File: src/common/merge_gen_pkg.sv
// Shared widths, configuration and request words, FIFO status and generator states
`default_nettype none

package merge_gen_pkg;

    // ------------------------------------------------------------------------
    // Widths
    // ------------------------------------------------------------------------
    localparam int INDEX_W = 16;
    localparam int ADDR_W  = 32;
    localparam int SHIFT_W = 5;

    // Spare bits that round the configuration word up
    localparam int CONFIG_PAD_W = 17;

    typedef logic [INDEX_W-1:0] index_t;

    // ------------------------------------------------------------------------
    // Configuration word, 103 bits
    // ------------------------------------------------------------------------
    typedef struct packed {
        logic [ADDR_W-1:0]       array_pointer;
        index_t                  index_start;
        index_t                  index_end;
        index_t                  stride;
        logic [SHIFT_W-1:0]      shift_amount;
        // High selects a left shift of the index
        logic                    shift_left;
        logic [CONFIG_PAD_W-1:0] reserved;
    } gen_config_t;

    // Memory request toward the consumer
    typedef struct packed {
        logic [ADDR_W-1:0] base;
        logic [ADDR_W-1:0] offset;
        index_t            data;
    } mem_request_t;

    // Flags reported by the request FIFO
    typedef struct packed {
        logic full;
        logic empty;
        logic prog_full;
    } fifo_status_t;

    // Generator FSM states
    typedef enum logic [2:0] {
        IDLE  = 3'd0,
        START = 3'd1,
        BUSY  = 3'd2,
        PAUSE = 3'd3,
        DRAIN = 3'd4,
        DONE  = 3'd5
    } gen_state_t;

endpackage : merge_gen_pkg

`default_nettype wire
File: src/merge_data_generator.sv
// Top level of the index request generator: FSM, counter, builder and request FIFO
`timescale 1ns/1ns
`default_nettype none

module merge_data_generator
    import merge_gen_pkg::*;
#(
    parameter int FIFO_DEPTH  = 16,
    parameter int PROG_THRESH = 8
) (
    input  logic         ap_clk,
    input  logic         areset_generator,
    input  logic         config_valid,
    output logic         config_ready,
    input  gen_config_t  gen_config,
    output logic         request_valid,
    input  logic         request_ready,
    output mem_request_t request,
    output logic         done
);

    gen_config_t  held_config;
    index_t       count;
    fifo_status_t fifo_status;
    logic         counter_load;
    logic         counter_enable;
    logic         build_valid;
    logic         push_valid;
    mem_request_t push_request;

    // ------------------------------------------------------------------------
    // Control
    // ------------------------------------------------------------------------
    generator_fsm #(
        .PROG_THRESH (PROG_THRESH)
    ) u_generator_fsm (
        .ap_clk           (ap_clk),
        .areset_generator (areset_generator),
        .config_valid     (config_valid),
        .config_ready     (config_ready),
        .gen_config       (gen_config),
        .held_config      (held_config),
        .count            (count),
        .fifo_status      (fifo_status),
        .counter_load     (counter_load),
        .counter_enable   (counter_enable),
        .build_valid      (build_valid),
        .done             (done)
    );

    index_counter u_index_counter (
        .ap_clk           (ap_clk),
        .areset_generator (areset_generator),
        .load             (counter_load),
        .enable           (counter_enable),
        .index_start      (held_config.index_start),
        .stride           (held_config.stride),
        .count            (count)
    );

    // ------------------------------------------------------------------------
    // Request path
    // ------------------------------------------------------------------------
    request_builder u_request_builder (
        .ap_clk           (ap_clk),
        .areset_generator (areset_generator),
        .build_valid      (build_valid),
        .count            (count),
        .held_config      (held_config),
        .push_valid       (push_valid),
        .push_request     (push_request)
    );

    request_fifo #(
        .FIFO_DEPTH  (FIFO_DEPTH),
        .PROG_THRESH (PROG_THRESH)
    ) u_request_fifo (
        .ap_clk           (ap_clk),
        .areset_generator (areset_generator),
        .push_valid       (push_valid),
        .push_request     (push_request),
        .request_valid    (request_valid),
        .request_ready    (request_ready),
        .request          (request),
        .fifo_status      (fifo_status)
    );

endmodule : merge_data_generator

`default_nettype wire

File: src/request_fifo.sv
// Synchronous request FIFO with programmable-full flag and valid/ready read port
`timescale 1ns/1ns
`default_nettype none

module request_fifo
    import merge_gen_pkg::*;
#(
    parameter int FIFO_DEPTH  = 16,
    parameter int PROG_THRESH = 8
) (
    input  logic         ap_clk,
    input  logic         areset_generator,
    input  logic         push_valid,
    input  mem_request_t push_request,
    output logic         request_valid,
    input  logic         request_ready,
    output mem_request_t request,
    output fifo_status_t fifo_status
);

    localparam int PTR_W = $clog2(FIFO_DEPTH);
    localparam int CNT_W = PTR_W + 1;

    mem_request_t     mem [FIFO_DEPTH];
    logic [PTR_W-1:0] wr_ptr;
    logic [PTR_W-1:0] rd_ptr;
    logic [CNT_W-1:0] occupancy;
    logic             push;
    logic             pop;

    assign push = push_valid && !fifo_status.full;
    assign pop  = request_valid && request_ready;

    // ------------------------------------------------------------------------
    // Flags and read side
    // ------------------------------------------------------------------------
    assign fifo_status.full      = (occupancy == CNT_W'(FIFO_DEPTH));
    assign fifo_status.empty     = (occupancy == '0);
    assign fifo_status.prog_full = (occupancy >= CNT_W'(PROG_THRESH));

    // Head entry stays put until it is taken
    assign request_valid = !fifo_status.empty;
    assign request       = mem[rd_ptr];

    // ------------------------------------------------------------------------
    // Storage
    // ------------------------------------------------------------------------
    always_ff @(posedge ap_clk) begin
        if (push) begin
            mem[wr_ptr] <= push_request;
        end
    end

    // Pointers wrap naturally for a power-of-two depth
    always_ff @(posedge ap_clk) begin
        if (areset_generator) begin
            wr_ptr    <= '0;
            rd_ptr    <= '0;
            occupancy <= '0;
        end else begin
            if (push) begin
                wr_ptr <= wr_ptr + 1'b1;
            end
            if (pop) begin
                rd_ptr <= rd_ptr + 1'b1;
            end
            case ({push, pop})
                2'b10:   occupancy <= occupancy + 1'b1;
                2'b01:   occupancy <= occupancy - 1'b1;
                default: occupancy <= occupancy;
            endcase
        end
    end

    // Builder must have been throttled before the FIFO filled up
    assert property (@(posedge ap_clk) disable iff (areset_generator)
        push_valid |-> !fifo_status.full);

endmodule : request_fifo

`default_nettype wire

File: src/generator/request_builder.sv
// Registered stage that turns the current index into a memory request
`timescale 1ns/1ns
`default_nettype none

module request_builder
    import merge_gen_pkg::*;
(
    input  logic         ap_clk,
    input  logic         areset_generator,
    input  logic         build_valid,
    input  index_t       count,
    input  gen_config_t  held_config,
    output logic         push_valid,
    output mem_request_t push_request
);

    logic [ADDR_W-1:0] index_ext;
    logic [ADDR_W-1:0] offset_next;

    // Index widened to address width before the shift
    assign index_ext = {{(ADDR_W-INDEX_W){1'b0}}, count};

    always_comb begin
        if (held_config.shift_left) begin
            offset_next = index_ext << held_config.shift_amount;
        end else begin
            offset_next = index_ext >> held_config.shift_amount;
        end
    end

    // ------------------------------------------------------------------------
    // Output stage
    // ------------------------------------------------------------------------
    always_ff @(posedge ap_clk) begin
        if (areset_generator) begin
            push_valid <= 1'b0;
        end else begin
            push_valid <= build_valid;
        end
    end

    always_ff @(posedge ap_clk) begin
        if (build_valid) begin
            push_request.base   <= held_config.array_pointer;
            push_request.offset <= offset_next;
            push_request.data   <= count;
        end
    end

endmodule : request_builder

`default_nettype wire

File: src/generator/index_counter.sv
// Loadable vertex index counter stepping by a stride
`timescale 1ns/1ns
`default_nettype none

module index_counter
    import merge_gen_pkg::*;
(
    input  logic   ap_clk,
    input  logic   areset_generator,
    input  logic   load,
    input  logic   enable,
    input  index_t index_start,
    input  index_t stride,
    output index_t count
);

    index_t count_next;

    // Load wins over a step
    always_comb begin
        count_next = count;
        if (load) begin
            count_next = index_start;
        end else if (enable) begin
            count_next = count + stride;
        end
    end

    always_ff @(posedge ap_clk) begin
        if (areset_generator) begin
            count <= '0;
        end else begin
            count <= count_next;
        end
    end

endmodule : index_counter

`default_nettype wire

File: src/generator/generator_fsm.sv
// Generator FSM with configuration register, end-of-range test, pause and drain control
`timescale 1ns/1ns
`default_nettype none

module generator_fsm
    import merge_gen_pkg::*;
#(
    parameter int PROG_THRESH = 8
) (
    input  logic         ap_clk,
    input  logic         areset_generator,
    input  logic         config_valid,
    output logic         config_ready,
    input  gen_config_t  gen_config,
    output gen_config_t  held_config,
    input  index_t       count,
    input  fifo_status_t fifo_status,
    output logic         counter_load,
    output logic         counter_enable,
    output logic         build_valid,
    output logic         done
);

    gen_state_t state;
    gen_state_t next_state;
    logic       accept;
    logic       in_range;
    // Build pulses of the last two cycles that may still be on their way to the FIFO
    logic [1:0] build_hist;

    assign config_ready = (state == IDLE) || (state == DONE);
    assign accept       = config_valid && config_ready;

    // The only end-of-range comparison in the design
    assign in_range = count < held_config.index_end;

    assign counter_load   = (state == START);
    assign build_valid    = (state == BUSY) && in_range && !fifo_status.prog_full;
    assign counter_enable = build_valid;
    assign done           = (state == DONE);

    // ------------------------------------------------------------------------
    // Configuration register
    // ------------------------------------------------------------------------
    always_ff @(posedge ap_clk) begin
        if (accept) begin
            held_config <= gen_config;
        end
    end

    // ------------------------------------------------------------------------
    // State register and build history
    // ------------------------------------------------------------------------
    always_ff @(posedge ap_clk) begin
        if (areset_generator) begin
            state      <= IDLE;
            build_hist <= 2'b00;
        end else begin
            state      <= next_state;
            build_hist <= {build_hist[0], build_valid};
        end
    end

    always_comb begin
        next_state = state;
        case (state)
            IDLE, DONE: begin
                if (accept) begin
                    next_state = START;
                end
            end
            START: begin
                next_state = BUSY;
            end
            BUSY: begin
                if (!in_range) begin
                    next_state = DRAIN;
                end else if (fifo_status.prog_full) begin
                    next_state = PAUSE;
                end
            end
            PAUSE: begin
                if (!fifo_status.prog_full) begin
                    next_state = BUSY;
                end
            end
            DRAIN: begin
                // Builder stage and FIFO both empty
                if (build_hist == 2'b00 && fifo_status.empty) begin
                    next_state = DONE;
                end
            end
            default: begin
                next_state = IDLE;
            end
        endcase
    end

    // ------------------------------------------------------------------------
    // Assertions
    // ------------------------------------------------------------------------
    // Configuration register only loads between runs
    assert property (@(posedge ap_clk) disable iff (areset_generator)
        !(state == IDLE || state == DONE) |=> $stable(held_config));

    // Counter stands still during a pause and the FIFO never runs dry in it
    assert property (@(posedge ap_clk) disable iff (areset_generator)
        (state == PAUSE) |-> (PROG_THRESH < 2 || !fifo_status.empty) ##1 $stable(count));

endmodule : generator_fsm

`default_nettype wire

File: config.mk
export PLATFORM = sky130hd
export DESIGN_NAME = merge_data_generator
export DESIGN_NICKNAME = d
export VERILOG_FILES = /design/src/common/merge_gen_pkg.sv /design/src/merge_data_generator.sv /design/src/request_fifo.sv /design/src/generator/request_builder.sv /design/src/generator/index_counter.sv /design/src/generator/generator_fsm.sv
export SDC_FILE = /design/constraint.sdc
export NUM_CORES = 1
export LEC_CHECK = 0
export BUFFER_PORTS_ARGS = -buffer_cell sky130_fd_sc_hd__buf_2
export CAP_MARGIN = 20
export CELL_PAD_IN_SITES_DETAIL_PLACEMENT = 0
export CELL_PAD_IN_SITES_GLOBAL_PLACEMENT = 1
export CORE_MARGIN = 5
export CORE_UTILIZATION = 55
export DETAILED_ROUTE_END_ITERATION = 6
export PLACE_DENSITY = 0.76
export SYNTH_ARGS = -nofsm -noshare
export SYNTH_HDL_FRONTEND = slang
export SYNTH_SLANG_ARGS = --single-unit
File: constraint.sdc
create_clock -name ap_clk -period 8.95 [get_ports ap_clk]
set_input_delay 0.895 -clock ap_clk [delete_from_list [all_inputs] [get_ports ap_clk]]
set_output_delay 0.895 -clock ap_clk [all_outputs]
set_load 0.05 [all_outputs]
=== After elaboration in Yosys (flattened, before gate mapping) ===
Memories as Yosys holds them, arrays and structs flattened. A register that Yosys moved wholly into a read port is not among the register bits.
Index checks and enable logic that the tools add are counted.

* Bits in registers: 201
* Latch bits: 0
* Bits in writable memories: 1,280
* Memory bits (read-only): 0
* Input bits: 107
* Output and inout bits: 83
* Word-level logic and storage cells: 69
* Memories: 1

{| class="wikitable"
|+ Memories
! memory !! words !! bits a word !! read ports !! clocked after memory_dff !! write ports !! line !! RTL
|-
| u_request_fifo.mem || 16 || 80 || 1 || 1 || 1 || request_fifo.sv:24 || <nowiki>mem_request_t mem [FIFO_DEPTH];</nowiki>
|}

* Add/subtract/negate cells: 5
* $mul: 0
* Divide/modulo/power cells: 0
* Magnitude comparators: 2
* Equality and inequality tests: 12
* Shifts and indexed selects: 2
* Muxes and demuxes: 14
* Bitwise gates (word level): 0
* Reduce and logical (&&, ||, !) cells: 17

{| class="wikitable"
|+ Operator list
! cell !! count
|-
| $mux 16 || 2
|-
| $mux 32 || 1
|-
| $shl 16x5->32 || 1
|-
| $shr 16x5->32 || 1
|-
| $add 16x16->16 || 1
|-
| $lt 16x16->1 || 1
|-
| $mux 3 || 5
|-
| $pmux 3 s5 || 1
|-
| $pmux 5 s2 || 1
|-
| $add 4x1->4 const B || 2
|-
| $mux 4 || 2
|-
| $eq 3x2->1 const B || 2
|-
| $eq 3x3->1 const B || 2
|-
| $logic_and 1x1->1 || 6
|-
| $add 5x1->5 const B || 1
|-
| $eq 5x5->1 const B || 1
|-
| $ge 5x4->1 const B || 1
|-
| $logic_not 5->1 || 1
|-
| $sub 5x1->5 const B || 1
|-
| $ne 2x1->1 const B || 2
|-
| $reduce_and 4->1 || 1
|-
| $reduce_bool 2->1 || 2
|-
| $eq 3x1->1 const B || 1
|-
| $logic_not 1->1 || 3
|-
| other kinds (9) || 10
|}

=== Depth between registers and ports, before layout ===
Gate-level depths: netlist (run 1).

* Word-level depth: 5
* Gate-level depth with buffers: 12
* Depth with buffers taken out: 11

=== Modules after synthesis ===
A second synthesis (run 1) with hierarchy kept.

* Cells, all modules: 2,653
* Area total of the unflattened synthesis: 58,946.5 µm²

{| class="wikitable"
|+ Modules (own cells, without submodules)
! module !! times used !! cells each !! area each (µm²) !! seq. area each (µm²)
|-
| request_fifo || 1 || 1,892 || 48,945.7 || 38,777.2
|-
| request_builder || 1 || 406 || 4,858.4 || 2,422.3
|-
| generator_fsm || 1 || 188 || 3,766.1 || 3,193.1
|-
| index_counter || 1 || 167 || 1,376.3 || 320.3
|}

=== Worst setup path before layout (run 1) ===
OpenSTA, ideal clock, no wires.

* Path type: flip-flop to flip-flop
* Start point: register u_request_fifo.occupancy[0]
* End point: memory u_request_fifo.mem[3][0] (netlist name), enable pin
* Setup time: 0.616 ns
* Data arrival time: 6.580 ns
* Data required time: 8.334 ns
* Path slack: 1.754 ns
* Cell stages (with the launch flop): 5
* Path buffers: 0
* Period minus slack after synthesis: 7.196 ns
* Path through: dfxtp_1 > nor4_2 > a21boi_1 > nand2_1 > nor3_1

* Longest elaborated chain between the ends: 5

{| class="wikitable"
|+ Ends and longest elaborated chain
! what !! line !! RTL
|-
| from (decl) || request_fifo.sv:27 || <nowiki>logic [CNT_W-1:0] occupancy;</nowiki>
|-
| from (signal assigned) || request_fifo.sv:68 || <nowiki>2'b10: occupancy <= occupancy + 1'b1;</nowiki>
|-
| from (signal assigned) || request_fifo.sv:69 || <nowiki>2'b01: occupancy <= occupancy - 1'b1;</nowiki>
|-
| from (signal assigned) || request_fifo.sv:70 || <nowiki>default: occupancy <= occupancy;</nowiki>
|-
| $eq 5x5->1 || request_fifo.sv:37 || <nowiki>assign fifo_status.full = (occupancy == CNT_W'(FIFO_DEPTH));</nowiki>
|-
| $logic_not 1->1 || request_fifo.sv:31 || <nowiki>assign push = push_valid && !fifo_status.full;</nowiki>
|-
| $logic_and 1x1->1 || request_fifo.sv:31 ||
|-
| $mux 1 || request_fifo.sv:49 || <nowiki>if (push) begin</nowiki>
|-
| $mux 1 (implied by the code) || request_fifo.sv:50 || <nowiki>mem[wr_ptr] <= push_request;</nowiki>
|-
| to (decl) || request_fifo.sv:24 ||
|}

Every way passes these cells.

==> results of run 1 <==
==> layer usage <==
layer	routed length, um	part of all wire (%)
met4	2400	1.9
met1	50400	40
met3	9140	7.3
met5	20	0.016
met2	64000	51
==> power groups by stage <==
stage	registers, W	logic, W	clock network [W]
4_1_cts	0.00907	0.00322	0.00595
2_1_floorplan	0.00890	0.00251	0
5_1_grt	0.00915	0.00341	0.00627
6_report	0.00907	0.00317	0.00585
3_3_place_gp	0.00914	0.00317	0
3_5_place_dp	0.00921	0.00321	0
==> cell usage after synthesis, types with 15 or more instances <==
cell type	count
a21oi_1	48
edfxtp_1	1446
nor2_1	85
inv_1	34
buf_2	39
clkbuf_1	79
dfxtp_1	38
a22oi_1	15
mux2i_1	31
o21ai_0	43
nand2_1	62
mux4_2	408
ha_1	39
==> kinds of logic (layout without fill, tap and decap cells) <==
| group | count (synthesis) | after routing | synth area share [%] |
|---|---|---|---|
| simple gates | 221 | 221 | 1.78 |
| mux | 449 | 449 | 16.7 |
| other cells | 0 | 1 | 0 |
| xor+xnor | 20 | 20 | 0.305 |
| flops | 1484 | 1484 | 76.8 |
| fa+ha+maj | 41 | 41 | 0.918 |
| compound gates | 192 | 192 | 2.19 |
| buf+inv | 165 | 527 | 1.23 |
==> flip-flops by register name, indices dropped and copies added, names as in the netlist, 3 cells and up, named ones only <==
register and flops:
u_index_counter.count 16, u_request_fifo.rd_ptr 4, u_request_builder.push_request 80, u_request_fifo.wr_ptr 4, u_request_fifo.occupancy 5, u_generator_fsm.state 3, u_request_fifo.mem 1280, u_generator_fsm.held_config 86
==> stage by stage <==
| step | area (um^2) | power (W) | hold slack (ps) |
|---|---|---|---|
| finish | 64700 | 0.0181 | 325 |
| global route | 64700 | 0.0188 | 287 |
| CTS | 64700 | 0.0182 | 276 |
| detailed placement | 60100 | 0.0124 | 405 |
| global placement | 60100 | 0.0123 | 401 |
| floorplan | 57500 | 0.0114 | 400 |
==> cell type report <==
class                           count  area [um^2]  area share [%]
Clock buffer                      197         3990            6.17
Tap cell                         1380         1730            2.67
Clock inverter                     71          593           0.917
Sequential cell                  1484        44200            68.3
Timing Repair Buffer              224         1310            2.03
Inverter                           35          134           0.207
Antenna cell                        1         2.50         0.00387
Multi-Input combinational cell    923        12700            19.7
==> path summary, 6_finish.rpt <==
| kind | start | endpoint | slack [ps] | depth (start not counted) |
|---|---|---|---|---|
| worst max-delay path | register | request[33] | 3640 | 5 |
| worst min-delay path | gen_config[71] | u_generator_fsm.held_config[71] | 320 | 1 |
| worst max register to register | u_index_counter.count[9] | u_index_counter.count[4] | 5410 | 9 |
| worst min register to register | u_generator_fsm.held_config[75] | u_request_builder.push_request[52] | 420 | 0 |
==> worst max-delay path: stages, from the launching register on <==
cell and delay (ps):
dfxtp_4 760, buf_4 640, buf_4 750, mux4_2 590, mux4_2 580, buf_2 260
==> results.py, run 1 <==
metrics = {
    "logic_synthesis": {
        "ys_warn_count": 0,
        "syn_inst": 2572,
        "netlist.area_leader.share_pct": 75.5,
        "synth-edff-count": 1446,
        "synthArstFlopShare_pct": 0,
        "ys_types": 67,
        "synth-seq-cells": 1484,
        "synth-main-ff-cell": "edfxtp_1",
        "synth.area.top_cells": "edfxtp_1 76%, mux4_2 16%, dfxtp_1 1.3%",
        "yosysTopAreaCell": "edfxtp_1",
        "yosysSeqAreaShare_pct": 76.8,
        "syn_area_um2": 57500,
        "avgSynthCellArea_um2": 22.4,
        "synth_nets": 2720,
    },
    "global_route": {
        "grt_overflow_total": 0,
        "grt_max_degree": 116,
        "antenna_found_initial": 1,
        "grt_pass1_wl_mm": 185,
        "busiest_layer": "met2",
        "grt_use_met3_pct": 4.25,
        "grt_util_met2_pct": 37.8,
        "grt_use_met1_pct": 32.0,
        "grt_pass1_vias": 28000,
        "grt_use_total_pct": 22.7,
    },
    "sta": {
        "timing.slew.headroom_pct": 25.1,
        "hold_viol": 0,
        "finalWorstSetupSlack_ps": 3640,
        "rsz0062_at_grt": "no",
        "setup_violations": 0,
        "fin_crit_ps": 5310,
        "final.setup.tns_ps": 0,
        "drv_slew": 0,
        "fin_crit_sh_pct": 59.3,
        "worst_pin_slew_ps": 1120,
        "skew_ps": 21.5,
        "fmax_ghz": 0.188,
    },
    "floorplan": {
        "die_area_um2": 111000,
        "core_um2": 104000,
        "die_y_um": 333,
        "die_x_um": 333,
        "start_util_pct": 55.5,
        "rows": 118,
        "io_pins": 190,
    },
    "clocking": {
        "clkSlewWorstSetupHoldPaths_ps": 60,
        "cts_buffer_depth": 3,
        "cts_buffers": 149,
        "ctsHoldBuffers": 0,
        "cts_setup_buffers": 0,
        "clkLatencyLatePin_ps": 750,
        "clockRootBuffer": "clkbuf_16",
        "cts_tree": "built",
        "cts_resized": 0,
        "cts.htree.levels": 4,
        "cts_sinks": 1484,
    },
    "power_and_ir_drop": {
        "power_frac_clock_pct": 32.3,
        "p_comb_share_pct": 17.5,
        "power_frac_seq_pct": 50.2,
        "p_leak_nw": 20.2,
        "swShare_pct": 27.5,
        "switchingPower_w": 0.00497,
        "ir_drop_mv": 0.212,
        "powerDensity_nw_per_um2": 280,
        "intPower_w": 0.0131,
    },
    "finish": {
        "mostFrequentLayoutCells": "1446 x edfxtp_1, 408 x mux4_2, 172 x buf_2",
        "instances_no_fill": 4315,
        "num-nets-final": 2965,
        "fin_util_pct": 62.4,
        "drive_above_1_share_pct": 29.2,
        "mostFrequentLayoutCell": "edfxtp_1",
        "area_delta_synth_final_pct": 12.5,
        "fillers": 6998,
    },
    "drt": {
        "dr.first_iter.drc_count": 2801,
        "drc": 0,
        "viasPerCell": 6.25,
        "vias": 27000,
        "drt-total-wl_mm": 126,
        "wire_per_inst_um": 29.2,
        "drt_pass1_iterations": 5,
        "ant_nets": 0,
    },
    "placement": {
        "portBuffers": 172,
        "dp_hpwl_mm": 64.3,
        "dp_cells": 4046,
        "dp_slack_ps": 4260,
        "gp_congestion": 0.850,
    },
    "worst_setup_path": {
        "crit_fanout": 40,
        "path_class": "register to output pin",
        "crit_arrival_ps": 4410,
        "startpoint_type": "register",
        "cp-end-kind": "output pin",
        "required_ps": 8060,
    },
    "hold_path": {
        "hp-class": "input port to register",
    },
    "run": {
        "maxCapViolCount": 0,
    },
    "run_status": {
        "status": "complete, no violations",
    },
}
(Power assumes the default switching activity.)
==> run 2, diff against run 1 <==
ABC_AREA = 1   (was not set)
CORE_UTILIZATION = 52   (was 55)
clock period = 5.05 ns   (was 8.95 ns; I/O delays follow)
==> run 2 against run 1 <==
Against the previous run:
- sequential share of layout area shrank 3.8 points
- global-route usage about the same
- area after synthesis grew 6.2%
- sequential power increased by 70%
- clock skew about the same
- critical endpoint is now request[58]
- largest power group unchanged
==> results.py, run 2 <==
metrics = {
    "logic_synthesis": {
        "yosysTopAreaCell": "edfxtp_1",
        "yosysSeqAreaShare_pct": 72.4,
        "yosysMostFrequentCell": "edfxtp_1",
        "synth-main-ff-cell": "edfxtp_1",
        "ys_types": 48,
        "synth-edff-count": 1446,
        "synth-seq-cells": 1484,
        "syn_area_um2": 61100,
        "syn_inst": 4410,
        "synthArstFlopShare_pct": 0,
        "yosys-top-cells-count": "1446 x edfxtp_1, 421 x inv_1, 391 x a21oi_1",
        "netlist.area_leader.share_pct": 71.1,
        "synth.area.top_cells": "edfxtp_1 71%, mux2i_1 5.3%, o211ai_1 3.9%",
        "synth_nets": 4558,
        "avgSynthCellArea_um2": 13.8,
        "ys_warn_count": 0,
    },
    "floorplan": {
        "die_y_um": 353,
        "rows": 125,
        "io_pins": 190,
        "start_util_pct": 52.5,
        "die_x_um": 353,
        "core_um2": 116000,
        "die_area_um2": 124000,
    },
    "clocking": {
        "ctsHoldBuffers": 86,
        "clockRootBuffer": "clkbuf_16",
        "cts_buffers": 151,
        "clkSlewWorstSetupHoldPaths_ps": 60,
        "cts_resized": 0,
        "clkLatencyLatePin_ps": 750,
        "cts.htree.levels": 4,
        "cts_tree": "built",
        "cts_buffer_depth": 3,
        "cts_sinks": 1484,
        "cts_setup_buffers": 0,
    },
    "finish": {
        "top_register": "u_request_fifo.mem",
        "top_regs": "u_request_fifo.mem: 1280 flops, u_generator_fsm.held_config: 86 flops, u_request_builder.push_request: 80 flops",
        "num-nets-final": 4765,
        "instances_no_fill": 6258,
        "area_delta_synth_final_pct": 12.2,
        "mostFrequentLayoutCells": "1446 x edfxtp_1, 419 x inv_1, 391 x a21oi_1",
        "antenna_cells": 0,
        "fillers": 8991,
        "drive_above_1_share_pct": 10.2,
        "mostFrequentLayoutCell": "edfxtp_1",
        "largest_reg_flops": 1280,
        "design_area_um2": 68500,
    },
    "worst_setup_path": {
        "required_ps": 4550,
        "crit_fanout": 82,
        "startpoint_type": "register",
        "crit_arrival_ps": 3340,
        "path_class": "register to output pin",
        "cp-end-kind": "output pin",
        "reg2regPathDepth": 10,
    },
    "sta": {
        "final.setup.tns_ps": 0,
        "setup_violations": 0,
        "whs_ps": 65.4,
        "fin_crit_sh_pct": 76.1,
        "hold_viol": 0,
        "worst_pin_slew_ps": 1060,
        "drv_slew": 0,
        "fin_crit_ps": 3840,
        "skew_ps": 21.3,
        "rsz0062_at_grt": "no",
        "fmax_ghz": 0.260,
        "timing.slew.headroom_pct": 29.1,
    },
    "power_and_ir_drop": {
        "power_frac_clock_pct": 28.6,
        "intPower_w": 0.0235,
        "p_comb_share_pct": 28.7,
        "powerDensity_nw_per_um2": 527,
        "swShare_pct": 34.8,
        "p_leak_nw": 23.7,
        "switchingPower_w": 0.0126,
        "ir_drop_mv": 0.540,
        "power_frac_seq_pct": 42.7,
    },
    "drt": {
        "drt_pass1_iterations": 5,
        "viasPerCell": 5.69,
        "ant_nets": 0,
        "drt-total-wl_mm": 144,
        "vias": 35600,
        "wire_per_inst_um": 23.0,
        "drc": 0,
        "dr.first_iter.drc_count": 3058,
    },
    "global_route": {
        "grt_pass1_vias": 34600,
        "grt_max_degree": 163,
        "grt_use_total_pct": 22.7,
        "grt_overflow_total": 0,
        "antenna_found_initial": 1,
        "grt_pass1_wl_mm": 214,
    },
    "placement": {
        "gp_congestion": 0.850,
        "place_area_um2": 63100,
        "dp_cells": 5902,
        "dp_hpwl_mm": 71.6,
        "portBuffers": 172,
    },
    "hold_path": {
        "holdPathStages": 2,
        "hp-class": "input port to register",
    },
    "run_status": {
        "status": "complete, no violations",
    },
    "run": {
        "maxCapViolCount": 0,
    },
}
## run 2: cell types whose count changed in the layout (fill, tap and decap cells not counted), moves of 300 or more
| cell | previous run | this run |
|---|---|---|
| a21oi_1 | 48 | 391 |
| inv_1 | 33 | 419 |
| mux4_2 | 408 | 0 |
| nand2_1 | 62 | 362 |
| o211ai_1 | 7 | 317 |
| o21ai_0 | 43 | 352 |
## run 2: cells by family (layout without fill, tap and decap cells)
family | Yosys count | count (layout) | synth area share, %
xor gates and xnor gates | 7 | 7 | 0.100
adders and majority gates | 41 | 41 | 0.865
muxes | 326 | 326 | 5.34
and+or+nand+nor | 642 | 642 | 4.38
AOI/OAI and AO/OA | 1209 | 1209 | 11.4
DFF | 1484 | 1484 | 72.4
buffers and inverters | 701 | 1025 | 5.51
## run 2: area by class of cell
class / instances / area [um^2] / area share (%)
Tap cell: 1524 / 1910 / 2.78
Sequential cell: 1484 / 44200 / 64.5
Timing Repair Buffer: 322 / 2590 / 3.78
Clock inverter: 79 / 532 / 0.776
Inverter: 433 / 1640 / 2.40
Multi-Input combinational cell: 2225 / 13600 / 19.9
Clock buffer: 191 / 4010 / 5.86
## run 2: path summary, 6_finish.rpt
check	startpoint	to	slack, ps
setup reg to reg	u_index_counter.count[11]	u_request_builder.push_request[49]	1870
hold reg to reg	u_generator_fsm.held_config[84]	u_request_builder.push_request[61]	420
setup / recovery	register	request[58]	1210
hold / removal	areset_generator	u_request_fifo.wr_ptr[2]	70
## run 2: power by group through the flow
stage	clock, W	sequential, W	combinational (W)
after floorplan	0	0.0152	0.00834
after global placement	0	0.0156	0.0103
after detailed placement	0	0.0156	0.0104
after CTS	0.0105	0.0154	0.0105
after global routing	0.0111	0.0155	0.0114
final	0.0103	0.0154	0.0104
## run 2: per-layer routing
layer | GRT usage (%) | vias to the layer above | share of wire, %
li1 | - | 16700 | -
met1 | 31.0 | 17600 | 42
met2 | 38.4 | 1123 | 49
met3 | 3.48 | 195 | 6.4
met4 | 6.50 | 0 | 2.5
met5 | 0 | - | 0
## run 2: stage by stage
step	setup WS, ps	utilization, %	power, W
final	1210	58.9	0.0361
after global routing	967	58.9	0.0379
after CTS	1110	58.9	0.0364
after detailed placement	1820	54.2	0.0260
after global placement	1850	54.2	0.0259
after floorplan	112	-	0.0236
## run 2: worst max-delay path, cell delays in order, from the launching register on
cell and delay [ps]:
dfxtp_4 810, buf_12 340, buf_12 370, a21oi_1 130, o21ai_0 130, o21ai_1 100, o211ai_1 210, nand2_1 120
buf_2 230
